`src/common/isa_pkg.sv`:
```
package isa_pkg;

	// ======================================================================
	// instruction word layout
	// ======================================================================

	// one 32 bit word per instruction
	// opcode sits in the low bits and the byte displacement in the top half
	typedef struct packed {
		logic [15:0] disp;
		logic [8:0]  operands;
		logic [6:0]  opcode;
	} instruction_t;

	// conditional branch opcode
	localparam logic [6:0] OP_BRANCH = 7'h63;

	// every instruction is one word long
	localparam int unsigned INSN_LEN = 4;

	// ======================================================================
	// branch decode
	// ======================================================================

	// a backward branch is a conditional branch with a negative displacement
	// these are the only ones fetch redirects on by itself
	function automatic logic is_back_branch(input instruction_t insn);
		logic neg;
		neg = insn.disp[15];
		return (insn.opcode == OP_BRANCH) && neg;
	endfunction

	// target is relative to the branch's own address
	// displacement is sign extended to the full address width
	function automatic logic [31:0] branch_target(
		input logic [31:0] pc,
		input instruction_t insn
	);
		logic [31:0] offset;
		offset = {{16{insn.disp[15]}}, insn.disp};
		return pc + offset;
	endfunction

endpackage

```
`src/common/fetch_pkg.sv`:
```
package fetch_pkg;

	// ======================================================================
	// fetch side types
	// ======================================================================

	// byte address of an instruction
	typedef logic [31:0] pc_t;

	// one fetch buffer slot
	// valid marks a slot that still waits for the instruction queue
	typedef struct packed {
		logic                  valid;
		pc_t                   pc;
		isa_pkg::instruction_t instr;
	} fetch_slot_t;

	// boot address unless the top level overrides it
	localparam pc_t RESET_PC_DEFAULT = 32'h0000_1000;

endpackage

```
`src/common/pair_if.sv`:
```
interface pair_if;
	import fetch_pkg::*;

	// ======================================================================
	// steering to buffer pair
	// ======================================================================

	// write both slots of an empty pair
	logic        load;
	fetch_slot_t fill0;
	fetch_slot_t fill1;

	// number of slots taken by the queue this cycle
	// only ever non zero for the head pair
	logic [1:0]  deq_count;

	// drop every slot, wins over load and dequeue
	logic        clear;

	// ======================================================================
	// buffer pair to steering
	// ======================================================================

	// slot0 is the older one
	fetch_slot_t slot0;
	fetch_slot_t slot1;

	// steering side
	modport ctrl (
		output load, fill0, fill1, deq_count, clear,
		input  slot0, slot1
	);

	// storage side
	modport buffer (
		input  load, fill0, fill1, deq_count, clear,
		output slot0, slot1
	);

endinterface

```
`src/fetch_buffer/fetch_pair.sv`:
```
module fetch_pair (
	input logic    clk,
	input logic    rst,
	pair_if.buffer bus
);
	import isa_pkg::*;
	import fetch_pkg::*;

	// slot valid bits
	logic v0;
	logic v1;

	// slot payload
	pc_t          pc0;
	pc_t          pc1;
	instruction_t ins0;
	instruction_t ins1;

	// ======================================================================
	// valid bits
	// ======================================================================

	// clear first, then load, then dequeue
	// load only ever reaches a pair that is empty after this edge
	always_ff @(posedge clk, posedge rst) begin
		if (rst) begin
			v0 <= 1'b0;
			v1 <= 1'b0;
		end else if (bus.clear) begin
			v0 <= 1'b0;
			v1 <= 1'b0;
		end else if (bus.load) begin
			v0 <= bus.fill0.valid;
			v1 <= bus.fill1.valid;
		end else begin
			case (bus.deq_count)
				// only the older slot left, shift the younger one down
				2'd1: begin
					v0 <= v1;
					v1 <= 1'b0;
				end
				2'd2,
				2'd3: begin
					v0 <= 1'b0;
					v1 <= 1'b0;
				end
				default: begin
					v0 <= v0;
					v1 <= v1;
				end
			endcase
		end
	end

	// ======================================================================
	// payload
	// ======================================================================

	// contents only matter while the matching valid bit is set
	always_ff @(posedge clk) begin
		if (bus.load) begin
			pc0  <= bus.fill0.pc;
			ins0 <= bus.fill0.instr;
			pc1  <= bus.fill1.pc;
			ins1 <= bus.fill1.instr;
		end else if (bus.deq_count == 2'd1) begin
			// compaction
			pc0  <= pc1;
			ins0 <= ins1;
		end
	end

	// back to the steering block
	assign bus.slot0 = '{valid: v0, pc: pc0, instr: ins0};
	assign bus.slot1 = '{valid: v1, pc: pc1, instr: ins1};

	// ======================================================================
	// checks
	// ======================================================================

	// the pair stays packed toward slot0 across loads and partial dequeues
	// steering relies on this to judge emptiness from slot0 alone
	a_packed: assert property (
		@(posedge clk) disable iff (rst)
		v1 |-> v0
	) else $error("fetch_pair: slot 1 valid while slot 0 is empty");

endmodule

```
`src/fetch_buffer/fetch_steer.sv`:
```
module fetch_steer (
	input  logic                  clk,
	input  logic                  rst,
	pair_if.ctrl                  pair_a,
	pair_if.ctrl                  pair_b,
	input  logic                  hit,
	input  isa_pkg::instruction_t inst0,
	input  isa_pkg::instruction_t inst1,
	input  logic                  branchmiss,
	input  fetch_pkg::pc_t        misspc,
	input  logic                  room0,
	input  logic                  room1,
	input  fetch_pkg::pc_t        pc,
	output logic                  advance,
	output logic                  redirect,
	output fetch_pkg::pc_t        target,
	output logic                  fetchbuf0_v,
	output isa_pkg::instruction_t fetchbuf0_instr,
	output fetch_pkg::pc_t        fetchbuf0_pc,
	output logic                  fetchbuf1_v,
	output isa_pkg::instruction_t fetchbuf1_instr,
	output fetch_pkg::pc_t        fetchbuf1_pc,
	output logic                  branchback,
	output fetch_pkg::pc_t        backpc
);
	import isa_pkg::*;
	import fetch_pkg::*;

	// 0 selects pair_a as the older pair
	logic        head_sel;
	// head pair slots and the other pair's first slot
	fetch_slot_t h0;
	fetch_slot_t h1;
	fetch_slot_t o0;
	logic        bb0;
	logic        bb1;
	logic        take0;
	logic        take1;
	logic [1:0]  deq;
	logic [1:0]  head_cnt;
	logic        head_drains;
	logic        bb_leave;
	logic        flush;
	logic        fetch_ok;
	logic        load_head;
	logic        load_other;
	fetch_slot_t new0;
	fetch_slot_t new1;

	// ======================================================================
	// head select and queue outputs
	// ======================================================================

	always_comb begin
		if (head_sel) begin
			h0 = pair_b.slot0;
			h1 = pair_b.slot1;
			o0 = pair_a.slot0;
		end else begin
			h0 = pair_a.slot0;
			h1 = pair_a.slot1;
			o0 = pair_b.slot0;
		end
	end

	// backward branch in either head slot
	assign bb0 = h0.valid & is_back_branch(h0.instr);
	assign bb1 = h1.valid & is_back_branch(h1.instr);

	// slot1 is hidden behind a backward branch in slot0
	// it is discarded when that branch leaves
	assign fetchbuf0_v     = h0.valid;
	assign fetchbuf0_instr = h0.instr;
	assign fetchbuf0_pc    = h0.pc;
	assign fetchbuf1_v     = h1.valid & ~bb0;
	assign fetchbuf1_instr = h1.instr;
	assign fetchbuf1_pc    = h1.pc;

	// oldest visible backward branch decides the target
	assign branchback = bb0 | bb1;
	assign backpc     = bb0 ? branch_target(h0.pc, h0.instr) : branch_target(h1.pc, h1.instr);

	// ======================================================================
	// dequeue, flush and load decisions
	// ======================================================================

	// slots taken by the instruction queue at this edge
	assign take0 = fetchbuf0_v & room0;
	assign take1 = fetchbuf1_v & room0 & room1;
	assign deq   = {1'b0, take0} + {1'b0, take1};

	// pairs stay packed so the count tells when the head empties
	assign head_cnt    = {1'b0, h0.valid} + {1'b0, h1.valid};
	assign head_drains = (head_cnt == deq);

	// a departing backward branch throws away everything younger
	assign bb_leave = (bb0 & take0) | (bb1 & take1);
	assign flush    = branchmiss | bb_leave;

	// no fetch while a miss or a backward branch is pending
	// head pair first when it drains, else an empty other pair
	assign fetch_ok   = hit & ~branchmiss & ~branchback;
	assign load_head  = fetch_ok & head_drains;
	assign load_other = fetch_ok & ~head_drains & ~o0.valid;

	// pc control
	assign advance  = load_head | load_other;
	assign redirect = flush;
	assign target   = branchmiss ? misspc : backpc;

	// new pair contents straight from the cache line
	assign new0 = '{valid: 1'b1, pc: pc, instr: inst0};
	assign new1 = '{valid: 1'b1, pc: pc + pc_t'(INSN_LEN), instr: inst1};

	// ======================================================================
	// pair controls
	// ======================================================================

	assign pair_a.load      = head_sel ? load_other : load_head;
	assign pair_b.load      = head_sel ? load_head : load_other;
	assign pair_a.deq_count = head_sel ? 2'd0 : deq;
	assign pair_b.deq_count = head_sel ? deq : 2'd0;
	assign pair_a.clear     = flush;
	assign pair_b.clear     = flush;
	assign pair_a.fill0     = new0;
	assign pair_a.fill1     = new1;
	assign pair_b.fill0     = new0;
	assign pair_b.fill1     = new1;

	// head moves on once it drains and the other pair holds the next slots
	// a flush restarts with pair_a
	always_ff @(posedge clk, posedge rst) begin
		if (rst) begin
			head_sel <= 1'b0;
		end else if (flush) begin
			head_sel <= 1'b0;
		end else if (head_drains && o0.valid) begin
			head_sel <= ~head_sel;
		end
	end

	// the instruction queue reports a second free entry only with a first
	a_room_order: assert property (
		@(posedge clk) disable iff (rst)
		room1 |-> room0
	) else $error("fetch_steer: room1 high while room0 is low");

endmodule

```
`src/rtl/fetch_pc.sv`:
```
module fetch_pc #(
	parameter fetch_pkg::pc_t RESET_PC = fetch_pkg::RESET_PC_DEFAULT
) (
	input  logic           clk,
	input  logic           rst,
	input  logic           advance,
	input  logic           redirect,
	input  fetch_pkg::pc_t target,
	output fetch_pkg::pc_t pc
);
	import isa_pkg::*;
	import fetch_pkg::*;

	// a hit brings in two instructions at once
	localparam pc_t PAIR_STEP = pc_t'(2 * INSN_LEN);

	// ======================================================================
	// address register
	// ======================================================================

	// redirect comes from a branch miss or a departing backward branch
	// advance follows every buffer load
	always_ff @(posedge clk, posedge rst) begin
		if (rst) begin
			pc <= RESET_PC;
		end else if (redirect) begin
			pc <= target;
		end else if (advance) begin
			pc <= pc + PAIR_STEP;
		end
	end

	// ======================================================================
	// checks
	// ======================================================================

	// steering never loads a pair in the same cycle it redirects
	// otherwise the new target would be skipped by one pair
	a_no_advance_on_redirect: assert property (
		@(posedge clk) disable iff (rst)
		!(advance && redirect)
	) else $error("fetch_pc: advance and redirect high in the same cycle");

endmodule

```
`src/rtl/fetch_unit.sv`:
```
module fetch_unit #(
	parameter fetch_pkg::pc_t RESET_PC = fetch_pkg::RESET_PC_DEFAULT
) (
	input  logic                  clk,
	input  logic                  rst,
	input  logic                  hit,
	input  isa_pkg::instruction_t inst0,
	input  isa_pkg::instruction_t inst1,
	input  logic                  branchmiss,
	input  fetch_pkg::pc_t        misspc,
	input  logic                  room0,
	input  logic                  room1,
	output fetch_pkg::pc_t        pc,
	output logic                  fetchbuf0_v,
	output isa_pkg::instruction_t fetchbuf0_instr,
	output fetch_pkg::pc_t        fetchbuf0_pc,
	output logic                  fetchbuf1_v,
	output isa_pkg::instruction_t fetchbuf1_instr,
	output fetch_pkg::pc_t        fetchbuf1_pc,
	output logic                  branchback,
	output fetch_pkg::pc_t        backpc
);
	import fetch_pkg::*;

	// pc control from the steering block
	logic advance;
	logic redirect;
	pc_t  target;

	// one bus per buffer pair
	pair_if pair_a_bus ();
	pair_if pair_b_bus ();

	// ======================================================================
	// fetch address
	// ======================================================================

	fetch_pc #(
		.RESET_PC(RESET_PC)
	) pc_reg (
		.clk     (clk),
		.rst     (rst),
		.advance (advance),
		.redirect(redirect),
		.target  (target),
		.pc      (pc)
	);

	// ======================================================================
	// buffer pairs
	// ======================================================================

	fetch_pair pair_a (
		.clk(clk),
		.rst(rst),
		.bus(pair_a_bus.buffer)
	);

	fetch_pair pair_b (
		.clk(clk),
		.rst(rst),
		.bus(pair_b_bus.buffer)
	);

	// ======================================================================
	// steering
	// ======================================================================

	fetch_steer steer (
		.clk            (clk),
		.rst            (rst),
		.pair_a         (pair_a_bus.ctrl),
		.pair_b         (pair_b_bus.ctrl),
		.hit            (hit),
		.inst0          (inst0),
		.inst1          (inst1),
		.branchmiss     (branchmiss),
		.misspc         (misspc),
		.room0          (room0),
		.room1          (room1),
		.pc             (pc),
		.advance        (advance),
		.redirect       (redirect),
		.target         (target),
		.fetchbuf0_v    (fetchbuf0_v),
		.fetchbuf0_instr(fetchbuf0_instr),
		.fetchbuf0_pc   (fetchbuf0_pc),
		.fetchbuf1_v    (fetchbuf1_v),
		.fetchbuf1_instr(fetchbuf1_instr),
		.fetchbuf1_pc   (fetchbuf1_pc),
		.branchback     (branchback),
		.backpc         (backpc)
	);

endmodule

```
`config.mk`:
```
export PLATFORM = sky130hd
export DESIGN_NAME = fetch_unit
export DESIGN_NICKNAME = d
export VERILOG_FILES = /design/src/common/isa_pkg.sv /design/src/common/fetch_pkg.sv /design/src/common/pair_if.sv /design/src/fetch_buffer/fetch_pair.sv /design/src/fetch_buffer/fetch_steer.sv /design/src/rtl/fetch_pc.sv /design/src/rtl/fetch_unit.sv
export SDC_FILE = /design/constraint.sdc
export NUM_CORES = 1
export LEC_CHECK = 0
export BUFFER_PORTS_ARGS = -buffer_cell sky130_fd_sc_hd__buf_4
export CORE_AREA = 2 2 213 215
export DETAILED_ROUTE_END_ITERATION = 10
export DIE_AREA = 0 0 215 217
export SLEW_MARGIN = 10
export SYNTH_ARGS = -nofsm -noshare
export SYNTH_HDL_FRONTEND = slang
export SYNTH_HIERARCHICAL = 1
export SYNTH_SLANG_ARGS = --single-unit
```
`constraint.sdc`:
```
create_clock -name clk -period 20.2 [get_ports clk]
set_clock_uncertainty 0.1 [all_clocks]
set_input_delay 4.04 -clock clk [delete_from_list [all_inputs] [get_ports clk]]
set_output_delay 4.04 -clock clk [all_outputs]
set_load 0.005 [all_outputs]
```
# ---- Yosys cells after proc, flatten, opt, wreduce, memory -nomap -nowiden
# Index checks and enable logic that the tools add are counted.
dict set report totals {
  input_bits 102
  register_bits 293
  wordCells 108
}
dict set report classes {
  eq_ne 9
  reduce_logical 15
  bitwise 23
  muxes 33
  n_addsub 6
}
# operator count
set op_table {}
lappend op_table {{2-to-1 mux 32 bit} 12}
lappend op_table {{2-to-1 mux 65 bit} 3}
lappend op_table {{adder 32 bit} 2}
lappend op_table {{adder 32 x 3 -> 32 bit (second input constant)} 1}
lappend op_table {{adder 32 x 4 -> 32 bit (second input constant)} 1}
lappend op_table {{equality test 7 bit (second input constant)} 2}
lappend op_table {{2-to-1 mux 1 bit} 14}
lappend op_table {{AND 1 bit} 13}
lappend op_table {{equality test 2 bit (second input constant)} 4}
lappend op_table {{nonzero test 2 bit} 4}
lappend op_table {{nonzero test 4 bit} 2}
lappend op_table {{inverter 1 bit} 6}
lappend op_table {{nonzero test 3 bit} 2}
lappend op_table {{OR reduction 3 bit} 2}
lappend op_table {{adder 1 x 1 -> 2 bit} 2}
lappend op_table {{equality test 2 x 1 -> 1 bit (second input constant)} 2}
lappend op_table {{2-to-1 mux 2 bit} 2}
lappend op_table {{OR 1 bit} 4}
lappend op_table {{one-hot mux 1 bit (2 select lines)} 2}
lappend op_table {{OR reduction 2 bit} 2}
lappend op_table {{logical AND 1 bit} 3}
lappend op_table {{equality test 2 bit} 1}

# ---- Depth between registers and ports, before layout
dict set report depth {
  depth_word 16
  depth_mapped 18
  mapped_depth_nobuf 13
}

# ---- Hierarchy
# The synthesis kept the hierarchy.
# module seq_area_each_um2 cells_per_inst n_inst area_per_inst_um2
set by_module_without_submodules {}
lappend by_module_without_submodules {fetch_pair 3893.7 215 2 4762.1}
lappend by_module_without_submodules {fetch_steer 25.0 1131 1 8400.6}
lappend by_module_without_submodules {fetch_pc 802.0 204 1 1831.8}

# ---- Worst setup path after synthesis
# No wires, ideal clock.
dict set report synth_path {
  path_kind {input port to flip-flop}
  startpoint {in room1}
  endpoint {reg pair_a.ins0 (netlist bit pair_a/bus.slot0[0]) (enable)}
  t_required_ns 19.601
  t_arrival_ns 10.434
  slack_ns 9.167
  path_buffers 2
  setup_time_ns 0.499
  path_stages 10
  path_cell_list {nand2_1 nor3b_1 ha_1 xnor2_1 nand2_1 or2_2 a21oi_1 buf_6 buf_4 o21bai_1}
}
dict set report synth_between {
  elab_chain_cells 8
  elab_cells_between_ends 11
  classes_between {add/sub: 1; eq/ne: 2; mux: 2; bitwise: 5; reduce/logical: 1}
}
# element line_no
set synth_lines {}
lappend synth_lines {{start, declared} fetch_unit.sv:12} ;# input logic room1,
lappend synth_lines {{AND 1 bit (*)} fetch_steer.sv:89} ;# assign take1 = fetchbuf1_v & room0 & room1;
lappend synth_lines {{adder 1 x 1 -> 2 bit (*)} fetch_steer.sv:90} ;# assign deq = {1'b0, take0} + {1'b0, take1};
lappend synth_lines {{equality test 2 bit (*)} fetch_steer.sv:94} ;# assign head_drains = (head_cnt == deq);
lappend synth_lines {{inverter 1 bit} fetch_steer.sv:104} ;# assign load_other = fetch_ok & ~head_drains & ~o0.valid;
lappend synth_lines {{AND 1 bit (2 in series)} fetch_steer.sv:104}
lappend synth_lines {{2-to-1 mux 1 bit (*)} fetch_steer.sv:119} ;# assign pair_a.load = head_sel ? load_other : load_head;
lappend synth_lines {{via pair_a_bus.load} pair_if.sv:9} ;# logic load;
lappend synth_lines {{nonzero test 2 bit (no line) (*)} --}
lappend synth_lines {{end signal, assigned} fetch_pair.sv:63} ;# ins0 <= bus.fill0.instr;
lappend synth_lines {{end signal, assigned} fetch_pair.sv:69} ;# ins0 <= ins1;
lappend synth_lines {{end, declared} fetch_pair.sv:16} ;# instruction_t ins0;
# Mark *: on every way through the listed nets, which the timed path passes. The rest lies on a longest branch.
# A chain may end at the register's enable or synchronous reset.

# ---- Worst setup path after layout
dict set report layout_path {
  startpoint {reg steer.head_sel}
  endpoint {out backpc[30]}
}
dict set report layout_between {
  elab_chain_cells 5
  elab_cells_between_ends 8
  classes_between {add/sub: 2; eq/ne: 1; mux: 3; bitwise: 1; reduce/logical: 1}
}
# element line_no
set layout_lines {}
lappend layout_lines {{start, declared} fetch_steer.sv:30} ;# logic head_sel;
lappend layout_lines {{start signal, assigned} fetch_steer.sv:138} ;# head_sel <= ~head_sel;
lappend layout_lines {{parallel branches: the longest is 4 deep, another holds adder 32 bit} --}
lappend layout_lines {{2-to-1 mux 32 bit (*)} fetch_steer.sv:81} ;# assign backpc = bb0 ? branch_target(h0.pc, h0.instr) : branch_target(h1.pc, h1.instr);
lappend layout_lines {{end, declared} fetch_unit.sv:21} ;# output fetch_pkg::pc_t backpc
# Mark *: on every way between the ends.

==> results.cfg <==
[power]
leakage_nw = 8.25
p_per_area_nw_per_um2 = 167
ir_drop_mv = 0.0819
total_power_mw = 3.67

[sta]
fmaxAchievable_mhz = 104
rsz0062_at_grt = false
finalHoldViolations = 0
worst_slew_pin_slew_ps = 995
fin_crit_ps = 9640
max-slew-margin-rel_pct = 32.0
holdWs_ps = 464
period_share_pct = 47.7
finalSetupViolations = 0
worst_slack_ps = 10560
slew_viol_final = 0
tns_ps = 0

[clock_tree]
cts_tree = built
clk_path_buf_depth = 3
insertion_delay_ps = 550
cts_max_level = 2
cts_made_buffers = 34
ctsHoldBuffers = 0
cts_sinks = 293
cts_root_buf = clkbuf_16
cts_setup_buffers = 0
clkSlewWorstSetupHoldPaths_ps = 60
cts-resized-gates = 0

[detailed_routing]
drt_first_pass_iters = 5
wl_um = 55100
via_per_inst = 5.63
drc = 0
drtIter0Drc = 914
detail-route-antenna-nets = 0
route.vias.total = 13725
wl_per_cell_um = 22.6

[die]
rows = 78
die_height_um = 217
core_area_um2 = 44700
dieArea_um2 = 46700
die_x_um = 215
ioPinCount = 297
initial_core_util_pct = 44.2

[final_layout]
fin_area_um2 = 21900
postLayoutCoreUtil_pct = 49.0
final_cells = 2438
area_growth_pct = 10.9
diodes = 0
final_layout_size_suffix_gt1_share_pct = 36.6
final_nets = 1984

[critical_path]
reg2regPathDepth = 14
r2r-start = steer/head_sel
cp_data_required_time_ps = 16060
setup.worst_path.end_class = output port
critPathLaunchType = register
r2r-end = pair_a/bus.slot0[27]
reg2reg_slack_ps = 13930
path_max_fanout = 65
critPathArrivalTime_ps = 5500
crit_type = register to output port

[hold_path]
hold_path_end = pair_b/pc1[0]
min_path_type = register to register
min_path_cells = 0
hold_path.startpoint = pc_reg/pc[0]

[yosys]
yosysWarnings = 6
syn_avg_cell_area_um2 = 11.2
synth-edff-count = 256
synth_area_um2 = 19800
async_flop_share_pct = 12.6
synth_cell_types = 84
ys_ff_latch = 293
ys.flop_type = edfxtp_1
syn-instance-count = 1765
ys_seq_area_share_pct = 43.6
synth.area.top_cells = edfxtp_1 39%, mux2_2 16%, buf_4 9.5%
yosys.area.top_type = edfxtp_1
yosysTopAreaCellShare_pct = 38.9

[placement]
dp_hpwl_um = 40300
place_ws_ps = 11060
dp_cells = 2378
port_buffers = 296
gp_congestion = 0.901
placed_area_um2 = 20800

[global_routing]
grt_pass1_wl_um = 82600
antenna_found_initial = 0
grt_remaining_overflow = 0
grt_max_degree = 134
track_usage_pct = 23.1
grt_pass1_vias = 13637

[run]
maxCapViolCount = 0

[outcome]
status = completed
-- how the worst max path moves through the flow --
stage | startpoint | endpoint | slack, ps | cells past startpoint
global placement | steer/head_sel | backpc[30] | 11070 | 11
CTS | steer/head_sel | backpc[30] | 10460 | 13
global route | steer/head_sel | backpc[30] | 10320 | 11
floorplan | room1 | pair_a/bus.slot0[0] | 9170 | 10
detailed placement | steer/head_sel | backpc[30] | 11060 | 13
finish | steer/head_sel | backpc[30] | 10560 | 13
-- critical path: stages (launching register included) --
cell	delay (ps)
dfrtp_4	660
buf_4	770
mux2_2	440
ha_1	230
fa_1	430
a211oi_1	330
o21ai_1	220
a2111o_1	520
and2_1	190
o21ai_1	190
a31oi_1	210
o21a_1	230
o31ai_1	310
buf_4	180
-- routing by layer --
metal / track usage (%) / wire length [um]
met2: 38.4 / 26000
met4: 6.76 / 1330
met1: 30.6 / 24400
met3: 4.85 / 3330
met5: 0 / 0
-- logic make-up after synthesis --
logic type | synth area share (%)
AO/OA/AOI/OAI | 9.77
multiplexers | 16.8
flip-flops | 43.6
AND/OR/NAND/NOR | 9.82
buffers and inverters | 11.6
other | 0.0190
adder cells (fa/ha/maj) | 4.38
XOR/XNOR | 4.03
-- cells in the final DEF (no fill, tap or decap), drive strengths merged, types with 11 or more instances in the layout --
master / synthesis / layout
o211ai: 12 / 12
a211oi: 17 / 17
mux2i: 18 / 18
edfxtp: 256 / 256
buf: 271 / 312
dfrtp: 36 / 36
xor2: 31 / 31
o21ai: 62 / 62
clkbuf: 31 / 43
o21bai: 13 / 13
xnor2: 60 / 60
a31oi: 16 / 16
a21oi: 76 / 76
and3: 12 / 12
and2: 11 / 11
mux2: 278 / 278
nor3: 22 / 22
nand3: 35 / 35
a21o: 20 / 20
nand2: 121 / 121
nand4: 25 / 25
o31ai: 20 / 20
or4: 18 / 18
ha: 66 / 66
nor2: 76 / 76
o21a: 13 / 13
inv: 36 / 38
-- layout make-up --
cell class                      instances  area, um^2
Inverter                               37         139
Clock inverter                         17         251
Sequential cell                       293        8620
Multi-Input combinational cell       1136        8910
Timing Repair Buffer                  312        2350
Clock buffer                           43         895
Fill cell                            4128       22800
Tap cell                              600         751
-- where the power goes --
part	switching (mW)	internal [mW]	total [mW]
logic	1.10	0.896	2.00
registers	0.140	0.889	1.03
clock network	0.247	0.392	0.639
total	1.49	2.18	3.67
-- synthesized netlist by cell type (11+ instances only) --
| library cell | n |
|---|---|
| buf_4 | 250 |
| edfxtp_1 | 256 |
| inv_1 | 36 |
| o21a_1 | 12 |
| mux2_2 | 277 |
| mux2i_1 | 18 |
| xnor2_1 | 60 |
| xor2_1 | 31 |
| and2_1 | 11 |
| a211oi_1 | 14 |
| a21oi_1 | 74 |
| dfrtp_1 | 36 |
| nand2_1 | 121 |
| o21bai_1 | 13 |
| o31ai_1 | 19 |
| clkbuf_1 | 29 |
| a31oi_1 | 16 |
| buf_2 | 12 |
| a21o_1 | 18 |
| o21ai_0 | 51 |
| o21ai_1 | 11 |
| nand3_1 | 34 |
| o211ai_1 | 11 |
| nand4_1 | 23 |
| or4_1 | 17 |
| nor2_1 | 76 |
| ha_1 | 66 |
| nor3_1 | 21 |
No activity file was read; power rests on OpenSTA's default activity.
